==> src/rtl/deskew_cfg_pkg.sv <==
`default_nettype none

package deskew_cfg_pkg;

    // Lane count and block width of the receive path
    localparam int N_LANES = 4;
    localparam int NB_DATA = 66;

    // All lanes side by side, lane 0 in the low slice
    localparam int NB_DATA_BUS = NB_DATA * N_LANES;

    // Entries per delay line
    localparam int FIFO_DEPTH = 16;

    // Largest accepted skew, in valid strobes
    localparam int MAX_SKEW = 8;

    // Width of the skew counters and of the programmed delays
    localparam int NB_DELAY_COUNT = $clog2(FIFO_DEPTH);

endpackage

`default_nettype wire

==> src/rtl/deskew_ctrl_pkg.sv <==
`default_nettype none

package deskew_ctrl_pkg;

    // Deskew control phases
    typedef enum logic [2:0]
    {
        ST_IDLE       = 3'd0,
        // Enabled, no marker seen yet
        ST_WAIT_FIRST = 3'd1,
        // Lane counters running until every marker is in
        ST_COUNT      = 3'd2,
        // One cycle to load the delay lines
        ST_SET        = 3'd3,
        ST_ALIGNED    = 3'd4
    } deskew_state_t;

endpackage

`default_nettype wire

==> src/rtl/deskew_fsm.sv <==
`timescale 1ns/100ps
`default_nettype none

module deskew_fsm
(
    input wire                                          i_clock,
    input wire                                          i_rst_n,
    input wire                                          i_enable,
    input wire                                          i_valid,
    input wire                                          i_resync,
    input wire [deskew_cfg_pkg::N_LANES-1:0]            i_start_of_lane,
    input wire [deskew_cfg_pkg::NB_DELAY_COUNT-1:0]     i_common_count,
    output logic                                        o_enable_counters,
    output logic [deskew_cfg_pkg::N_LANES-1:0]          o_stop_lane_counters,
    output logic                                        o_set_fifo_delay,
    output logic                                        o_deskew_done
);

    import deskew_cfg_pkg::*;
    import deskew_ctrl_pkg::*;

    deskew_state_t          state_q;
    deskew_state_t          state_next;
    logic [N_LANES-1:0]     stop_q;
    logic [N_LANES-1:0]     stop_next;
    logic                   first_marker;
    logic                   skew_overrun;
    logic                   done_q;

    // Any marker on a valid strobe
    assign first_marker = i_valid && (|i_start_of_lane);

    // The common count equals the strobes seen since the first marker,
    // so one more strobe from here would exceed the limit
    assign skew_overrun = (i_common_count >= MAX_SKEW);

    always_comb
    begin
        state_next = state_q;
        stop_next  = stop_q;

        case (state_q)
            ST_IDLE:
            begin
                if (i_enable)
                begin
                    state_next = ST_WAIT_FIRST;
                end
            end

            ST_WAIT_FIRST:
            begin
                if (first_marker)
                begin
                    // Lanes marked on this strobe have skew 0
                    stop_next = i_start_of_lane;
                    if (&i_start_of_lane)
                    begin
                        state_next = ST_SET;
                    end
                    else
                    begin
                        state_next = ST_COUNT;
                    end
                end
            end

            ST_COUNT:
            begin
                if (i_valid)
                begin
                    // Repeated markers on stopped lanes change nothing
                    stop_next = stop_q | i_start_of_lane;
                    if (skew_overrun)
                    begin
                        state_next = ST_WAIT_FIRST;
                    end
                    else if (&stop_next)
                    begin
                        state_next = ST_SET;
                    end
                end
            end

            ST_SET:
            begin
                state_next = ST_ALIGNED;
            end

            ST_ALIGNED:
            begin
                state_next = ST_ALIGNED;
            end

            default:
            begin
                state_next = ST_IDLE;
            end
        endcase

        // Resync or disable overrides everything
        if (i_resync || !i_enable)
        begin
            state_next = ST_IDLE;
        end

        // Stop bits start fresh on every new measurement
        if ((state_next == ST_IDLE) || (state_next == ST_WAIT_FIRST))
        begin
            stop_next = '0;
        end
    end

    always_ff @(posedge i_clock)
    begin
        if (!i_rst_n)
        begin
            state_q <= ST_IDLE;
            stop_q  <= '0;
            done_q  <= 1'b0;
        end
        else
        begin
            state_q <= state_next;
            stop_q  <= stop_next;
            // Raised one cycle after the delays are loaded
            done_q  <= (state_q == ST_ALIGNED) && (state_next == ST_ALIGNED);
        end
    end

    // Counters stay enabled after the count so the delays see stable values
    assign o_enable_counters    = (state_q == ST_COUNT) ||
                                  (state_q == ST_SET) ||
                                  (state_q == ST_ALIGNED);
    assign o_stop_lane_counters = stop_q;
    assign o_set_fifo_delay     = (state_q == ST_SET);
    assign o_deskew_done        = done_q;

endmodule

`default_nettype wire

==> config.mk <==
export PLATFORM = sky130hd
export DESIGN_NAME = deskew_fsm
export DESIGN_NICKNAME = d
export VERILOG_FILES = /design/src/rtl/deskew_cfg_pkg.sv /design/src/rtl/deskew_ctrl_pkg.sv /design/src/rtl/deskew_fsm.sv
export SDC_FILE = /design/constraint.sdc
export NUM_CORES = 1
export LEC_CHECK = 0
export ABC_AREA = 1
export BUFFER_PORTS_ARGS = -buffer_cell sky130_fd_sc_hd__buf_2
export CORE_AREA = 2 2 39 41
export DETAILED_ROUTE_END_ITERATION = 6
export DIE_AREA = 0 0 41 43
export HOLD_SLACK_MARGIN = 0.05
export PLACE_DENSITY = 0.62
export RECOVER_POWER = 100
export SKIP_CTS_REPAIR_TIMING = 1
export SKIP_LAST_GASP = 1
export SYNTH_ARGS = -nofsm -noshare
export SYNTH_HDL_FRONTEND = slang
export SYNTH_SLANG_ARGS = --single-unit
==> constraint.sdc <==
create_clock -name i_clock -period 1.4 [get_ports i_clock]
set_input_delay 0.07 -clock i_clock [delete_from_list [all_inputs] [get_ports i_clock]]
set_output_delay 0.07 -clock i_clock [all_outputs]
set_load 0.02 [all_outputs]
Yosys cells after proc, flatten, opt, wreduce, memory -nomap -nowiden
Cells that the tools add are included.
{ "word_totals": {"register_bits": 8, "in_bits": 13, "out_inout_bits": 7, "word_cells": 41} }
{ "classes": {"order_cmp": 1, "eq_ne": 8, "n_mux": 11, "bitwise_logic": 2, "n_reduce_logical": 16} }
{ "ops": {"columns": ["cell", "n"], "rows": [
  ["$mux W3", 6],
  ["$pmux W3 S4", 1],
  ["$mux W4", 2],
  ["$pmux W4 S2", 1],
  ["$reduce_and A4 Y1", 2],
  ["$eq A3 B1 Y1 const B", 2],
  ["$eq A3 B2 Y1 const B", 2],
  ["$eq A3 B3 Y1 const B", 2],
  ["$logic_not A3 Y1", 2],
  ["$ge A4 B4 Y1 const B", 1],
  ["$logic_or A1 B1 Y1", 4],
  ["$ne A2 B2 Y1 const B", 2],
  ["$or A4 B4 Y4", 1],
  ["$reduce_or A2 Y1", 2],
  ["$reduce_or A4 Y1", 1],
  ["$reduce_and A3 Y1", 1],
  ["$logic_and A1 B1 Y1", 2],
  ["$reduce_bool A2 Y1", 1],
  ["$logic_not A1 Y1", 1],
  ["$mux W1", 1],
  ["$not A1 Y1", 1]
]} }

Longest topological paths before layout
{ "depth": {"ltp_word": 10, "depth_mapped": 9, "mapped_depth_nobuf": 9} }

Worst setup path before layout
Ideal clock, no wire load.
{ "synth_path": {"path_kind": "reg2reg", "startpoint": "register state_q[2]", "endpoint": "register stop_q[0], in the netlist o_stop_lane_counters[0]", "setup_time_ns": 0.109, "t_arrival_ns": 0.873, "t_required_ns": 1.291, "slack_ns": 0.418, "stages_incl_launch_ff": 10, "path_buffers": 0, "period_less_slack_ns": 0.982, "path_cell_list": "dfxtp_1 > inv_2 > nand2_2 > inv_2 > nand3_1 > nand2_2 > nand3_2 > nand2_2 > nand2_1 > inv_1"} }
{ "synth_via": {"elab_chain_len": 8, "word_cells_on_any_way": 22, "classes_between": "7 x eq/ne; 8 x mux; 7 x reduce/logical"} }
{ "synth_lines": {"columns": ["element", "line", "rtl"], "rows": [
  ["start, declared", "deskew_fsm.sv:22", "deskew_state_t state_q;"],
  ["start signal, assigned", "deskew_fsm.sv:124", "state_q <= state_next;"],
  ["$mux W3", "deskew_fsm.sv:78", "else if (&stop_next)"],
  ["$mux W3", "deskew_fsm.sv:74", "if (skew_overrun)"],
  ["$mux W3", "deskew_fsm.sv:70", "if (i_valid)"],
  ["$pmux W3 S4", "deskew_fsm.sv:42", "case (state_q)"],
  ["$mux W3", "deskew_fsm.sv:102", "if (i_resync || !i_enable)"],
  ["$eq A3 B1 Y1 or $logic_not A3 Y1 (tied branches)", "deskew_fsm.sv:108", "if ((state_next == ST_IDLE) || (state_next == ST_WAIT_FIRST))"],
  ["$logic_or A1 B1 Y1", "deskew_fsm.sv:108", null],
  ["$reduce_or A2 Y1 (no source line)", null, null],
  ["end signal, assigned", "deskew_fsm.sv:125", "stop_q <= stop_next;"],
  ["end, declared", "deskew_fsm.sv:24", "logic [N_LANES-1:0] stop_q;"]
]} }
Parallel ways exist; a longest one is shown, timed or not.
A chain may end at the register's enable or synchronous reset.

Worst setup path in the final report
{ "layout_path": {"startpoint": "register state_q[0]", "endpoint": "output o_enable_counters"} }
{ "layout_via": {"elab_chain_len": 3, "word_cells_on_any_way": 5, "classes_between": "3 x eq/ne; 2 x reduce/logical"} }
{ "layout_lines": {"columns": ["element", "line", "rtl"], "rows": [
  ["$eq A3 B2 Y1 (on tied branches)", "deskew_fsm.sv:132, deskew_fsm.sv:133", null],
  ["$logic_or A1 B1 Y1", "deskew_fsm.sv:132", "assign o_enable_counters = (state_q == ST_COUNT) ||"],
  ["$logic_or A1 B1 Y1 (*)", "deskew_fsm.sv:133", "(state_q == ST_SET) ||"],
  ["end, declared", "deskew_fsm.sv:13", "output logic o_enable_counters,"]
]} }
Mark *: on every way between the ends. The rest lies on a longest branch, timed or not.

==> impl_metrics.env <==
export IMPL_synth_area_mux_share_pct=0
export IMPL_cts_tree="yes"
export IMPL_wl_um=976
export IMPL_synth_avg_cell_area_um2=6.16
export IMPL_power_density_nw_per_um2=787
export IMPL_die_area_um2=1760
export IMPL_start_util_pct=34.3
export IMPL_postLayoutCellArea_um2=583
export IMPL_whs_path_depth=3
export IMPL_worstPathArrival_ns=1.13
export IMPL_synth_xor_area_share_pct=0
export IMPL_post_route_min_period_ns=1.20
export IMPL_ys_types=13
export IMPL_root_buffer="clkbuf_4"
export IMPL_grt_overflow=0
export IMPL_grt_pass1_vias=410
export IMPL_fmax_mhz=836
export IMPL_cts_buffers=3
export IMPL_antenna_left=0
export IMPL_slew_headroom_pct=82.8
export IMPL_htree_levels=1
export IMPL_yosys_area_share_adder_pct=0
export IMPL_ys_ff_latch=8
export IMPL_vias=485
export IMPL_synth_compound_area_share_pct=2.90
export IMPL_drtIter0Drc=8
export IMPL_rr_worst_depth=9
export IMPL_worst_pin_slew_ns=0.259
export IMPL_hold_start="i_rst_n"
export IMPL_critical_path_endpoint_type="primary output"
export IMPL_hold_viol=0
export IMPL_die_w_um=41
export IMPL_dpl_cell_area_um2=574
export IMPL_clock_sinks=8
export IMPL_dp_hpwl_um=791
export IMPL_post_route_period_util_pct=85.5
export IMPL_clockBufferDepth=2
export IMPL_p_leak_nw=0.334
export IMPL_antenna_found_initial=0
export IMPL_min_to="state_q[0]$_SDFF_PN0_"
export IMPL_port_buffers=16
export IMPL_fin_skew_ns=0.000700
export IMPL_timing_final_max_slew_violations=0
export IMPL_synthSimpleGateAreaFrac_pct=52.2
export IMPL_power_total_mw=0.459
export IMPL_setup_viol=0
export IMPL_synth_area_um2=474
export IMPL_reg2reg_slack_ns=0.22
export IMPL_grt_usage_pct=14.6
export IMPL_detail_route_wl_per_cell_um=8.71
export IMPL_syn_num_nets=90
export IMPL_tns_ns=0
export IMPL_antenna_cells=0
export IMPL_die_h_um=43
export IMPL_critPathKind="register to primary output"
export IMPL_yosys_warnings=0
export IMPL_hold_path_class="primary input to register"
export IMPL_io_pins=20
export IMPL_num_rows=14
export IMPL_irDropWorstVdd_mv=0.331
export IMPL_firstDrtPassIters=4
export IMPL_yosys_area_top_type="dfxtp_1"
export IMPL_clock_latency_ns=0.26
export IMPL_area_delta_synth_final_pct=23.0
export IMPL_synth_area_top_cells="dfxtp_1 34%, nand2_1 20%, nor2_1 11%"
export IMPL_route_detailed_drc=0
export IMPL_yosysSeqAreaShare_pct=33.8
export IMPL_reg2reg_from="state_q[2]$_SDFF_PN0_"
export IMPL_clk_pin_slew_worst_paths_ns=0.05
export IMPL_num_fill_cells=170
export IMPL_avgViaCountPerCell=4.33
export IMPL_rsz0062_at_grt="false"
export IMPL_status="completed"
export IMPL_place_congestion=0.718
export IMPL_drive_gt1_share_pct=20.8
export IMPL_synth_top_cell_area_share_pct=33.8
export IMPL_maxCapViolCount=0
export IMPL_synth_top_family_by_area="simple AND/OR/NAND/NOR gates"
export IMPL_grt_pass1_wl_um=1690
export IMPL_synthCells=77
export IMPL_worstPathRequired_ns=1.33
export IMPL_r2r_end="o_stop_lane_counters[2]$_SDFFE_PP0P_"
export IMPL_grt_max_degree=7
export IMPL_crit_path_start_kind="register"
export IMPL_core_area_um2=1380
export IMPL_fin_nets=111
export IMPL_cp_max_fo=3
## worst max-delay path by stage
stage                          start                                   end  depth (start not counted)
6_report       state_q[0]$_SDFF_PN0_                     o_enable_counters                          4
2_1_floorplan  state_q[2]$_SDFF_PN0_  o_stop_lane_counters[0]$_SDFFE_PP0P_                          9
3_5_place_dp   state_q[0]$_SDFF_PN0_  o_stop_lane_counters[2]$_SDFFE_PP0P_                          8
3_3_place_gp   state_q[0]$_SDFF_PN0_  o_stop_lane_counters[1]$_SDFFE_PP0P_                          8
5_1_grt        state_q[2]$_SDFF_PN0_  o_stop_lane_counters[1]$_SDFFE_PP0P_                          7
4_1_cts        state_q[1]$_SDFF_PN0_                     o_enable_counters                          4
## routing by layer
layer / wire length, um / vias to the layer above / global-route usage [%]
li1: - / 268 / -
met1: 464 / 205 / 19.6
met2: 439 / 7 / 18.8
met3: 24 / 5 / 3.14
met4: 47 / 0 / 12.0
met5: 0 / - / 0
## cell type report
class	instances	area [um^2]	share of cell area, %
clock buffer	3	22.5	3.86
inverter	14	52.6	9.01
tap	16	20.0	3.43
multi-input combinational	55	256	44.0
timing repair buffer	16	71.3	12.2
sequential	8	160	27.5
## placed cells by master, fill, tap and decap left out
cell and count:
buf_2 9, clkbuf_1 7, clkbuf_4 3, dfxtp_1 8, inv_1 13, inv_2 1, nand2_1 27, nand2_2 3
nand3_1 5, nand3_2 1, nand3_4 1, nand4_1 1, nor2_1 14, nor2_4 1, o21ai_0 1, o21ai_2 1
## synthesized netlist by cell type
cell type,number
inv_2,2
nor2_4,1
nand3_1,5
nand3_4,1
nand3_2,1
dfxtp_1,8
o21ai_0,1
nor2_1,14
nand2_2,5
nand2_1,25
inv_1,12
nand4_1,1
o21ai_2,1
## kinds of logic (layout without fill, tap and decap cells)
kind of cell	after synthesis	count (layout)
DFF	8	8
AOI/OAI and AO/OA	2	2
and+or+nand+nor	53	53
buffers and inverters	14	33
## power by group
part	switching (mW)	leakage (nW)	internal, mW
Sequential	0.000889	0.0645	0.229
Clock	0.0841	0.0138	0.0985
Combinational	0.0279	0.255	0.0191
Total	0.113	0.334	0.346
## worst max-delay path, stage by stage (launching register included)
cell	delay, ns
dfxtp_1	0.33
nor2_1	0.13
nand2_1	0.11
nand2_1	0.07
clkbuf_1	0.23
## flip-flops by register name, summed over array words and instances (netlist names)
name and count:
o_deskew_done 1, state_q 3, o_stop_lane_counters 4
## through the flow
step	setup WS [ns]	std cells	hold WS [ns]	utilization, %
3_5_place_dp	0.300	109	0.325	41.5
6_report	0.204	112	0.0555	42.1
5_1_grt	0.0707	112	0.0725	42.1
3_3_place_gp	0.311	109	0.322	41.5
2_1_floorplan	0.418	77	0.181	-
4_1_cts	0.276	112	0.0475	43.1
No activity file was read; power rests on OpenSTA's default activity.
