### src/rtl/deskew_cfg_pkg.sv
`default_nettype none

package deskew_cfg_pkg;

    // Lane count and block width of the receive path
    localparam int N_LANES = 4;
    localparam int NB_DATA = 66;

    // All lanes side by side, lane 0 in the low slice
    localparam int NB_DATA_BUS = NB_DATA * N_LANES;

    // Entries per delay line
    localparam int FIFO_DEPTH = 16;

    // Largest accepted skew, in valid strobes
    localparam int MAX_SKEW = 8;

    // Width of the skew counters and of the programmed delays
    localparam int NB_DELAY_COUNT = $clog2(FIFO_DEPTH);

endpackage

`default_nettype wire

### src/rtl/skew_counter.sv
`timescale 1ns/100ps
`default_nettype none

module skew_counter
(
    input wire                                          i_clock,
    input wire                                          i_rst_n,
    input wire                                          i_resync,
    input wire                                          i_valid,
    input wire                                          i_enable_counter,
    input wire                                          i_stop_counter,
    output logic [deskew_cfg_pkg::NB_DELAY_COUNT-1:0]   o_count
);

    logic count_full;

    // Saturate instead of wrapping
    assign count_full = &o_count;

    always_ff @(posedge i_clock)
    begin
        if (!i_rst_n)
        begin
            o_count <= '0;
        end
        else if (i_resync || !i_enable_counter)
        begin
            // Back to zero whenever the control machine is not counting
            o_count <= '0;
        end
        else if (i_valid && !i_stop_counter && !count_full)
        begin
            o_count <= o_count + 1'b1;
        end
    end

endmodule

`default_nettype wire

### config.mk
export PLATFORM = sky130hd
export DESIGN_NAME = skew_counter
export DESIGN_NICKNAME = d
export VERILOG_FILES = /design/src/rtl/deskew_cfg_pkg.sv /design/src/rtl/skew_counter.sv
export SDC_FILE = /design/constraint.sdc
export NUM_CORES = 1
export LEC_CHECK = 0
export BUFFER_PORTS_ARGS = -buffer_cell sky130_fd_sc_hd__buf_2
export CORE_AREA = 2 2 39 41
export DETAILED_ROUTE_END_ITERATION = 10
export DIE_AREA = 0 0 41 43
export GPL_TIMING_DRIVEN = 0
export PLACE_DENSITY_LB_ADDON = 0.3
export SYNTH_ARGS = -nofsm -noshare
export SYNTH_HDL_FRONTEND = slang
export SYNTH_SLANG_ARGS = --single-unit
### constraint.sdc
create_clock -name i_clock -period 3.4 [get_ports i_clock]
set_input_delay 0.17 -clock i_clock [delete_from_list [all_inputs] [get_ports i_clock]]
set_output_delay 0.17 -clock i_clock [all_outputs]
set_load 0.005 [all_outputs]
* After elaboration in Yosys (flattened, before gate mapping)
Cells that the tools add are included.
Cells by class: add/sub/neg operators 1, multiply operators 0, div/mod/pow operators 0, order comparisons 0, eq/ne operators 0, shift operators 0, mux-type cells 0, bitwise operators 1, reduce and logical (&&, ||, !) cells 8
Operators with widths (number):
- adder 4 x 1 -> 4 bit (second input constant) | 1
- AND reduction 4 bit | 1
- logical NOT 1 bit | 3
- logical AND 1 bit | 2
- OR reduction 2 bit | 1
- logical OR 1 bit | 1
- NOT 1 bit | 1
Word-level totals: register bits after elaboration 4, latch bits 0, RAM bits 0, memory bits (read-only) 0, input bits 6, output and inout port bits 4, logic and storage cells 11, memories kept 0

* Longest topological paths before layout
Gate-level depths: netlist (run 1).
word-level depth 3, gate-level depth with buffers 4, depth with buffers taken out 4

* Least setup slack after synthesis (run 1)
OpenSTA, ideal clock, no wires.
path kind register to register, start point register o_count[0] in the netlist's numbering, end point register o_count[0] in the netlist's numbering, setup time 0.070 ns, arrival time 1.165 ns, data required time 3.330 ns, path slack 2.165 ns, stages on the path, launching flop included 5, path buffers 0, clock period less this slack 1.235 ns, cells stage by stage dfxtp_1 ha_1 and3_4 or3_1 a21oi_1
Between the ends: word-level cells in the longest chain between the ends 3, elaborated cells between the ends (all ways) 4, those cells by class add/sub (1); reduce/logical (3)
Ends and longest elaborated chain:
- start: declaration | RTL line skew_counter.sv:12 | output logic [deskew_cfg_pkg::NB_DELAY_COUNT-1:0] o_count
- start signal: assignment | RTL line skew_counter.sv:33 | o_count <= o_count + 1'b1;
- branches (longest 3 deep; another with adder 4 x 1 -> 4 bit)
Several ways; the timed one is not identified. A chain may end at the register's enable or synchronous reset.

* Worst setup path after layout (run 1)
Ends and elaborated chain as after synthesis.

==> impl_metrics.ini, run 1 <==
[setup_path]
endpoint_kind = register
cpPeakStageDelay_ns = 0.34
worst_path_max_delay_cell = dfxtp_1
path_depth = 4
regToRegSetupSlack_ns = 2.10
critPathMaxFanout = 6
crit-reg2reg-capture = o_count[0]
critPathTopFamily = simple AND/OR/NAND/NOR gates
cp.required_ns = 3.57
crit_chain = ha_1 -> and3_4 -> or3_1 -> a21oi_1
crit_path_start = o_count[0]
setup.worst_path.end = o_count[0]
worst_setup_path_start_kind = register
worstSetupPathType = reg2reg
path_buf_inv = 0
reg2reg_depth = 4
r2r-start = o_count[0]
arrival_ns = 1.47

[floorplanning]
core.rowCount = 14
die_y_um = 43
initial_core_util_pct = 14.9
core_area_sq_um = 1380
die_w_um = 41
die_area_sq_um = 1760
io_pins = 10

[grt]
gr-total-overflow = 0
grt_pass1_wl_um = 848
grt_pass1_vias = 218
antenna_found_initial = 0
grt_max_degree = 7
grt_use_total_pct = 8.12

[layout]
top_regs = o_count: 4 flops
fin_nets = 43
layout_common_cells = buf_2, dfxtp_1, a21oi_1, clkbuf_4
drive_above_1_share_pct = 41.2
fin_area_sq_um = 294
finish.utilization_pct = 21.2
n_antenna_cell = 0
largest_reg_flops = 4
fillers = 149
regMostFlops = o_count
final_common_cell = buf_2
syn2layout_area_growth_pct = 42.4

[cts]
clkTransAtPathRegs_ns = 0.04
clkSinkCount = 4
clock_latency_ns = 0.24
cts_buffer_depth = 2
cts_root_buffer = clkbuf_4
h-tree-depth = 1
ctsResizeCount = 0
cts_tree = built
numCtsBuffers = 3
ctsHoldBuffers = 0
post_cts_buffers = 0

[sta]
setup_ws_ns = 2.10
final.min_clock_period_ns = 1.30
slew_headroom_pct = 86.5
tightestPinTransition_ns = 0.201
slew_viol_final = 0
hold_viol_final = 0
rsz0062_at_grt = false
fmax_mhz = 771
whs_ns = 0.296
post-route-period-util_pct = 38.2
finClkSkew_ns = 0.00221
tns_ns = 0
finalSetupViolCount = 0

[synthesis]
synth_area_per_cell_sq_um = 9.38
synthDistinctLibCells = 14
ys_warn_count = 0
synth_seq_cells = 4
synthCells = 22
seq_area_frac_synth_pct = 38.8
syn_area_sq_um = 206
synth_nets = 29

[place]
globalplace.congestion = 0.701
place_area_sq_um = 272
placement.io_buffers = 9
place_ws_ns = 2.12

[route]
drtPass1Iterations = 4
drt_iter0_drc = 2
wirelength_um = 496
ant_nets = 0
wire_per_inst_um = 9.92
via_per_inst = 4.36
drc = 0
vias = 218

[power_and_ir_drop]
p_seq_share_pct = 40.9
pwr-share-comb_pct = 5.9
p_leak_nw = 0.125
switchingPower_mw = 0.0259
intPower_mw = 0.0907
power_density_nw_per_um2 = 397
pwr-share-clk_pct = 53.3
netSwitchingFraction_pct = 22.2
ir_drop_mv = 0.189

[run_status]
outcome = complete, no violations

[min_path]
hp-start = i_resync
hold_path_class = in2reg

[flow_run]
drv_cap = 0
-- cells in the mapped netlist --
library cell	n	area share, %
nand3_1	1	2.4
o21ai_0	2	4.8
a21oi_1	3	7.3
a41oi_1	1	4.2
and4b_2	1	5.5
nand2b_1	1	3.0
dfxtp_1	4	39
nor3_1	2	4.8
and2b_1	1	3.6
ha_1	1	6.1
a211oi_1	1	3.6
and3_4	1	5.5
nand3b_1	2	7.3
or3_1	1	3.0
-- cell type report --
type | count | area (sq um) | share of cell area, %
multi-input combinational | 18 | 126 | 43.0
sequential | 4 | 80.1 | 27.2
timing repair buffer | 9 | 45.0 | 15.3
clock buffer | 3 | 22.5 | 7.66
tap | 16 | 20.0 | 6.81
-- power by group through the flow --
stage	Clock (mW)	Combinational (mW)	Sequential, mW
2_1_floorplan	0	0.00297	0.0484
3_3_place_gp	0	0.00661	0.0485
3_5_place_dp	0	0.00675	0.0485
4_1_cts	0.0653	0.00682	0.0477
5_1_grt	0.0695	0.00787	0.0477
6_report	0.0621	0.00684	0.0477
-- stage by stage --
| stage | instances | power [mW] |
|---|---|---|
| after floorplan | 22 | 0.0514 |
| after global placement | 47 | 0.0551 |
| after detailed placement | 47 | 0.0552 |
| after CTS | 50 | 0.120 |
| after global routing | 50 | 0.125 |
| final | 50 | 0.117 |
-- cell families (layout without fill, tap and decap cells) --
| family | count (synthesis) | in the layout | synth area share (%) |
|---|---|---|---|
| fa+ha+maj | 1 | 1 | 6.06 |
| flops | 4 | 4 | 38.8 |
| buf+inv | 0 | 12 | 0 |
| simple gates | 10 | 10 | 35.2 |
| compound gates | 7 | 7 | 20.0 |
-- how the worst min path moves through the flow --
stage,endpoint,slack (ns),depth (start not counted)
2_1_floorplan,o_count[0],0.38,2
3_3_place_gp,o_count[3],0.52,1
3_5_place_dp,o_count[3],0.51,1
4_1_cts,o_count[0],0.29,3
5_1_grt,o_count[1],0.31,3
6_report,o_count[1],0.30,3
-- routing by layer --
layer / routed length, um / vias up / GRT usage (%)
li1: - / 114 / -
met1: 242 / 90 / 9.94
met2: 169 / 14 / 9.06
met3: 84 / 0 / 9.42
met4: 0 / 0 / 2.00
met5: 0 / - / 0
-- worst register-to-register path: stages (launching register included) --
cell     delay (ns)
dfxtp_1        0.34
ha_1           0.25
and3_4         0.20
or3_1          0.30
a21oi_1        0.14
Note: power is estimated with default switching activity, not from simulation.
==> run 2: changes to the inputs <==
==> constraint.sdc (replaced) <==
create_clock -name i_clock -period 1.1 [get_ports i_clock]
set_input_delay 0.055 -clock i_clock [delete_from_list [all_inputs] [get_ports i_clock]]
set_output_delay 0.055 -clock i_clock [all_outputs]
set_load 0.005 [all_outputs]
==> run 2 against run 1 <==
  * The run now ends with setup timing left
  * Fmax is 6.5% higher
  * Routed wire length is 8.9% higher
  * Clock skew is 0.0036 ns higher
  * Clock power grew to 3.2 times the previous value
  * Cell count is 6.0% higher
  * Via count is 14% higher
  * Register-to-register slack worse by 2.2 ns
  * Sequential power grew to 3.0 times the previous value
  * Power grew to 3.1 times the previous value
  * Critical endpoint unchanged
==> impl_metrics.ini, run 2 (synthesis results as in run 1) <==
[cts]
numCtsBuffers = 3
clkTransAtPathRegs_ns = 0.04
clock_latency_ns = 0.23
cts_buffer_depth = 2
cts_root_buffer = clkbuf_4
h-tree-depth = 1
clkSinkCount = 4
cts_tree = built
ctsHoldBuffers = 0

[setup_path]
regToRegSetupSlack_ns = -0.12
r2r-start = o_count[1]
cp.required_ns = 1.26
critPathMaxFanout = 4
worst_setup_path_start_kind = register
arrival_ns = 1.38
reg2reg_depth = 4
crit-reg2reg-capture = o_count[0]
endpoint_kind = register
worstSetupPathType = reg2reg

[layout]
drive_above_1_share_pct = 56.8
finish.utilization_pct = 24.7
top_regs = o_count: 4 flops
layout_common_cells = buf_2, clkbuf_4
syn2layout_area_growth_pct = 65.5
largest_reg_flops = 4
fin_area_sq_um = 342
n_antenna_cell = 0
final_common_cell = buf_2
fin_nets = 45
regMostFlops = o_count

[min_path]
hp-start = i_resync
hold_path_class = in2reg
hold_path_depth = 3
min_to = o_count[0]

[place]
placement.io_buffers = 9
place_area_sq_um = 289
globalplace.congestion = 0.722

[sta]
rsz0062_at_grt = true
post-route-period-util_pct = 111
final.min_clock_period_ns = 1.22
whs_ns = 0.177
finClkSkew_ns = 0.00585
slew_headroom_pct = 85.2
tightestPinTransition_ns = 0.220
fmax_mhz = 821
finalSetupViolCount = 1
slew_viol_final = 0
hold_viol_final = 0
setup_ws_ns = -0.118

[route]
drtPass1Iterations = 4
via_per_inst = 4.68
wirelength_um = 540
ant_nets = 0
vias = 248
drc = 0
wire_per_inst_um = 10.2
drt_iter0_drc = 10

[floorplanning]
io_pins = 10
core_area_sq_um = 1380
die_w_um = 41
initial_core_util_pct = 14.9
die_area_sq_um = 1760
core.rowCount = 14
die_y_um = 43

[run_status]
violations = setup timing
outcome = finished with violations

[grt]
gr-total-overflow = 0
grt_max_degree = 7
grt_pass1_vias = 177
antenna_found_initial = 0
grt_pass1_wl_um = 738
grt_use_total_pct = 6.11

[power_and_ir_drop]
ir_drop_mv = 0.442
power_density_nw_per_um2 = 1070
p_leak_nw = 0.136

[flow_run]
drv_cap = 0
[run 2: layout make-up]
type,count,area (sq um)
clock buffer,4,26.3
multi-input combinational,18,148
fill,145,1040
tap,16,20.0
timing repair buffer,11,60.1
sequential,4,87.6
[run 2: worst max path at each step]
| stage | from | end | slack (ns) | cells after the start |
|---|---|---|---|---|
| 2_1_floorplan | o_count[1] | o_count[0] | -0.05 | 4 |
| 3_3_place_gp | o_count[1] | o_count[0] | -0.11 | 4 |
| 3_5_place_dp | o_count[1] | o_count[0] | -0.12 | 4 |
| 4_1_cts | o_count[1] | o_count[0] | -0.12 | 4 |
| 5_1_grt | o_count[1] | o_count[0] | -0.14 | 4 |
| 6_report | o_count[1] | o_count[0] | -0.12 | 4 |
[run 2: metal layers]
metal / track usage, % / vias up / wire (um)
li1: - / 119 / -
met1: 8.95 / 116 / 261
met2: 7.50 / 13 / 241
met3: 3.14 / 0 / 37
met4: 2.00 / 0 / 0
met5: 0 / - / 0
[run 2: worst max-delay path, cell delays in order (launching register included)]
cell	delay, ns
dfxtp_4	0.35
ha_4	0.16
and3_4	0.18
or3_4	0.32
a21oi_2	0.12
[run 2: where the power goes]
part | total, mW | leakage, nW | internal (mW) | switching, mW
Combinational | 0.0256 | 0.0876 | 0.0142 | 0.0115
Clock | 0.196 | 0.0150 | 0.136 | 0.0596
Sequential | 0.143 | 0.0338 | 0.142 | 0.000883
[run 2: timing repair]
item                       in CTS  in global routing
setup endpoints to repair       1                  1
buffers inserted                0                  2
gates resized for setup         1                  2
[run 2: through the flow]
stage	setup WS, ns	setup TNS, ns	total power, mW	instances
floorplan	-0.0479	-0.0479	0.157	22
global placement	-0.107	-0.107	0.169	47
detailed placement	-0.123	-0.123	0.169	47
CTS	-0.122	-0.122	0.377	51
global route	-0.144	-0.144	0.387	53
finish	-0.118	-0.118	0.364	53
==> run 3: changes to the inputs <==
--- a/config.mk
+++ b/config.mk
@@ -5,12 +5,12 @@
 export SDC_FILE = /design/constraint.sdc
 export NUM_CORES = 1
 export LEC_CHECK = 0
-export BUFFER_PORTS_ARGS = -buffer_cell sky130_fd_sc_hd__buf_2
+export BUFFER_PORTS_ARGS = -buffer_cell sky130_fd_sc_hd__buf_4
 export CORE_AREA = 2 2 39 41
 export DETAILED_ROUTE_END_ITERATION = 10
 export DIE_AREA = 0 0 41 43
 export GPL_TIMING_DRIVEN = 0
-export PLACE_DENSITY_LB_ADDON = 0.3
+export PLACE_DENSITY = 0.44
 export SYNTH_ARGS = -nofsm -noshare
 export SYNTH_HDL_FRONTEND = slang
 export SYNTH_SLANG_ARGS = --single-unit
==> run 3 against run 2 <==
  * Routed wire length rose by 0.93%
  * Power rose by 1.9%
  * Clock-buffer cell count did not move
  * The flow still finishes with violations (setup timing)
  * Register-to-register slack improved by 0.04 ns
  * Fmax rose by 3.5%
  * Critical endpoint unchanged
  * Design area rose by 6.2%
  * Non-clock buffer count rose by 1
==> impl_metrics.ini, run 3 (synthesis results as in run 1) <==
[sta]
finalSetupViolCount = 1
post-route-period-util_pct = 107
slew_viol_final = 0
rsz0062_at_grt = true
finClkSkew_ns = 0.0117
hold_viol_final = 0
final.min_clock_period_ns = 1.18
whs_ns = 0.151
slew_headroom_pct = 87.7
setup_ws_ns = -0.0763
tightestPinTransition_ns = 0.184
fmax_mhz = 850

[grt]
grt_pass1_wl_um = 917
use_met1_pct = 8.31
grt_max_degree = 7
grt_use_met3_pct = 3.14
antenna_found_initial = 0
gr-total-overflow = 0
grt_pass1_vias = 217
grt_use_met2_pct = 12.2
grt_use_total_pct = 8.02
grt-busiest-layer = met2

[cts]
numCtsBuffers = 3
h-tree-depth = 1
clkTransAtPathRegs_ns = 0.04
ctsHoldBuffers = 0
cts_root_buffer = clkbuf_4
clock_latency_ns = 0.24
cts_tree = built
cts_buffer_depth = 2
clkSinkCount = 4

[power_and_ir_drop]
ir_drop_mv = 0.378
power_density_nw_per_um2 = 1020
p_leak_nw = 0.145
finalPower_mw = 0.371

[layout]
syn2layout_area_growth_pct = 75.8
drive_above_1_share_pct = 52.6
largest_reg_flops = 4
final_common_cell = buf_4
fillers = 155
regMostFlops = o_count
finish.utilization_pct = 26.2
n_antenna_cell = 0
top_regs = o_count: 4 flops
layout_common_cells = buf_4, a21oi_1, clkbuf_4
fin_nets = 46

[route]
wire_per_inst_um = 10.1
drt_iter0_drc = 1
drtPass1Iterations = 4
vias = 237
via_per_inst = 4.39
wirelength_um = 545
drc = 0
ant_nets = 0

[floorplanning]
initial_core_util_pct = 14.9
die_y_um = 43
core_area_sq_um = 1380
core.rowCount = 14
die_area_sq_um = 1760
die_w_um = 41
io_pins = 10

[setup_path]
critPathMaxFanout = 4
worstSetupPathType = reg2reg
endpoint_kind = register
worst_setup_path_start_kind = register
arrival_ns = 1.34
cp.required_ns = 1.26

[place]
dp_hpwl_um = 385
globalplace.congestion = 0.705
placement.io_buffers = 9
place_ws_ns = -0.0977

[min_path]
hold_path_class = in2reg

[run_status]
outcome = finished with violations
violations = setup timing

[flow_run]
drv_cap = 0
run 3: cell types whose count changed in the layout (fill, tap and decap cells not counted):
cell     change
or3_4        -1
buf_4       +10
buf_2        -9
a21oi_2      -1
a21oi_1      +1
or3_1        +1
run 3: layout make-up:
type	count	area, sq um	area share [%]
multi-input cells	18	139	38.3
repair buffers	12	90.1	24.8
well taps	16	20.0	5.52
clock buffers	4	26.3	7.24
flip-flops and latches	4	87.6	24.1
run 3: what timing repair did:
action | in CTS | in global routing
hold endpoints to repair | 0 | 0
pin swaps | 2 | 1
resized for setup | 1 | 0
setup buffers | 3 | 0
setup endpoints to repair | 1 | 2
run 3: worst max-delay path, cell delays in order (launching register included):
cell and delay [ns]:
dfxtp_4 0.35, ha_4 0.16, and3_4 0.18, or3_1 0.30, a21oi_1 0.12
run 3: path summary, 6_finish.rpt:
path	from	endpoint	slack, ns	cells after the start
max	o_count[0]	o_count[0]	-0.08	4
min	i_resync	o_count[0]	0.15	3
max reg2reg	o_count[0]	o_count[0]	-0.08	4
min reg2reg	o_count[3]	o_count[3]	0.53	1
run 3: per-stage QoR:
step           area [sq um]  std cells  setup TNS (ns)
4_1_cts                 363         54         -0.0893
3_5_place_dp            312         47         -0.0977
3_3_place_gp            312         47         -0.0976
2_1_floorplan           224         22         -0.0479
6_report                363         54         -0.0763
5_1_grt                 363         54          -0.124
run 3: metal layers:
layer  vias up  routed length, um
met2         7                292
met1       111                230
met4         0                  0
met3         0                 22
li1        119                  -
met5         -                  0
run 3: power by group:
| group | leakage [nW] | switching (mW) | internal [mW] |
|---|---|---|---|
| Combinational | 0.0961 | 0.00989 | 0.0177 |
| Clock | 0.0150 | 0.0642 | 0.136 |
| Sequential | 0.0338 | 0.000878 | 0.142 |
| Total | 0.145 | 0.0750 | 0.296 |
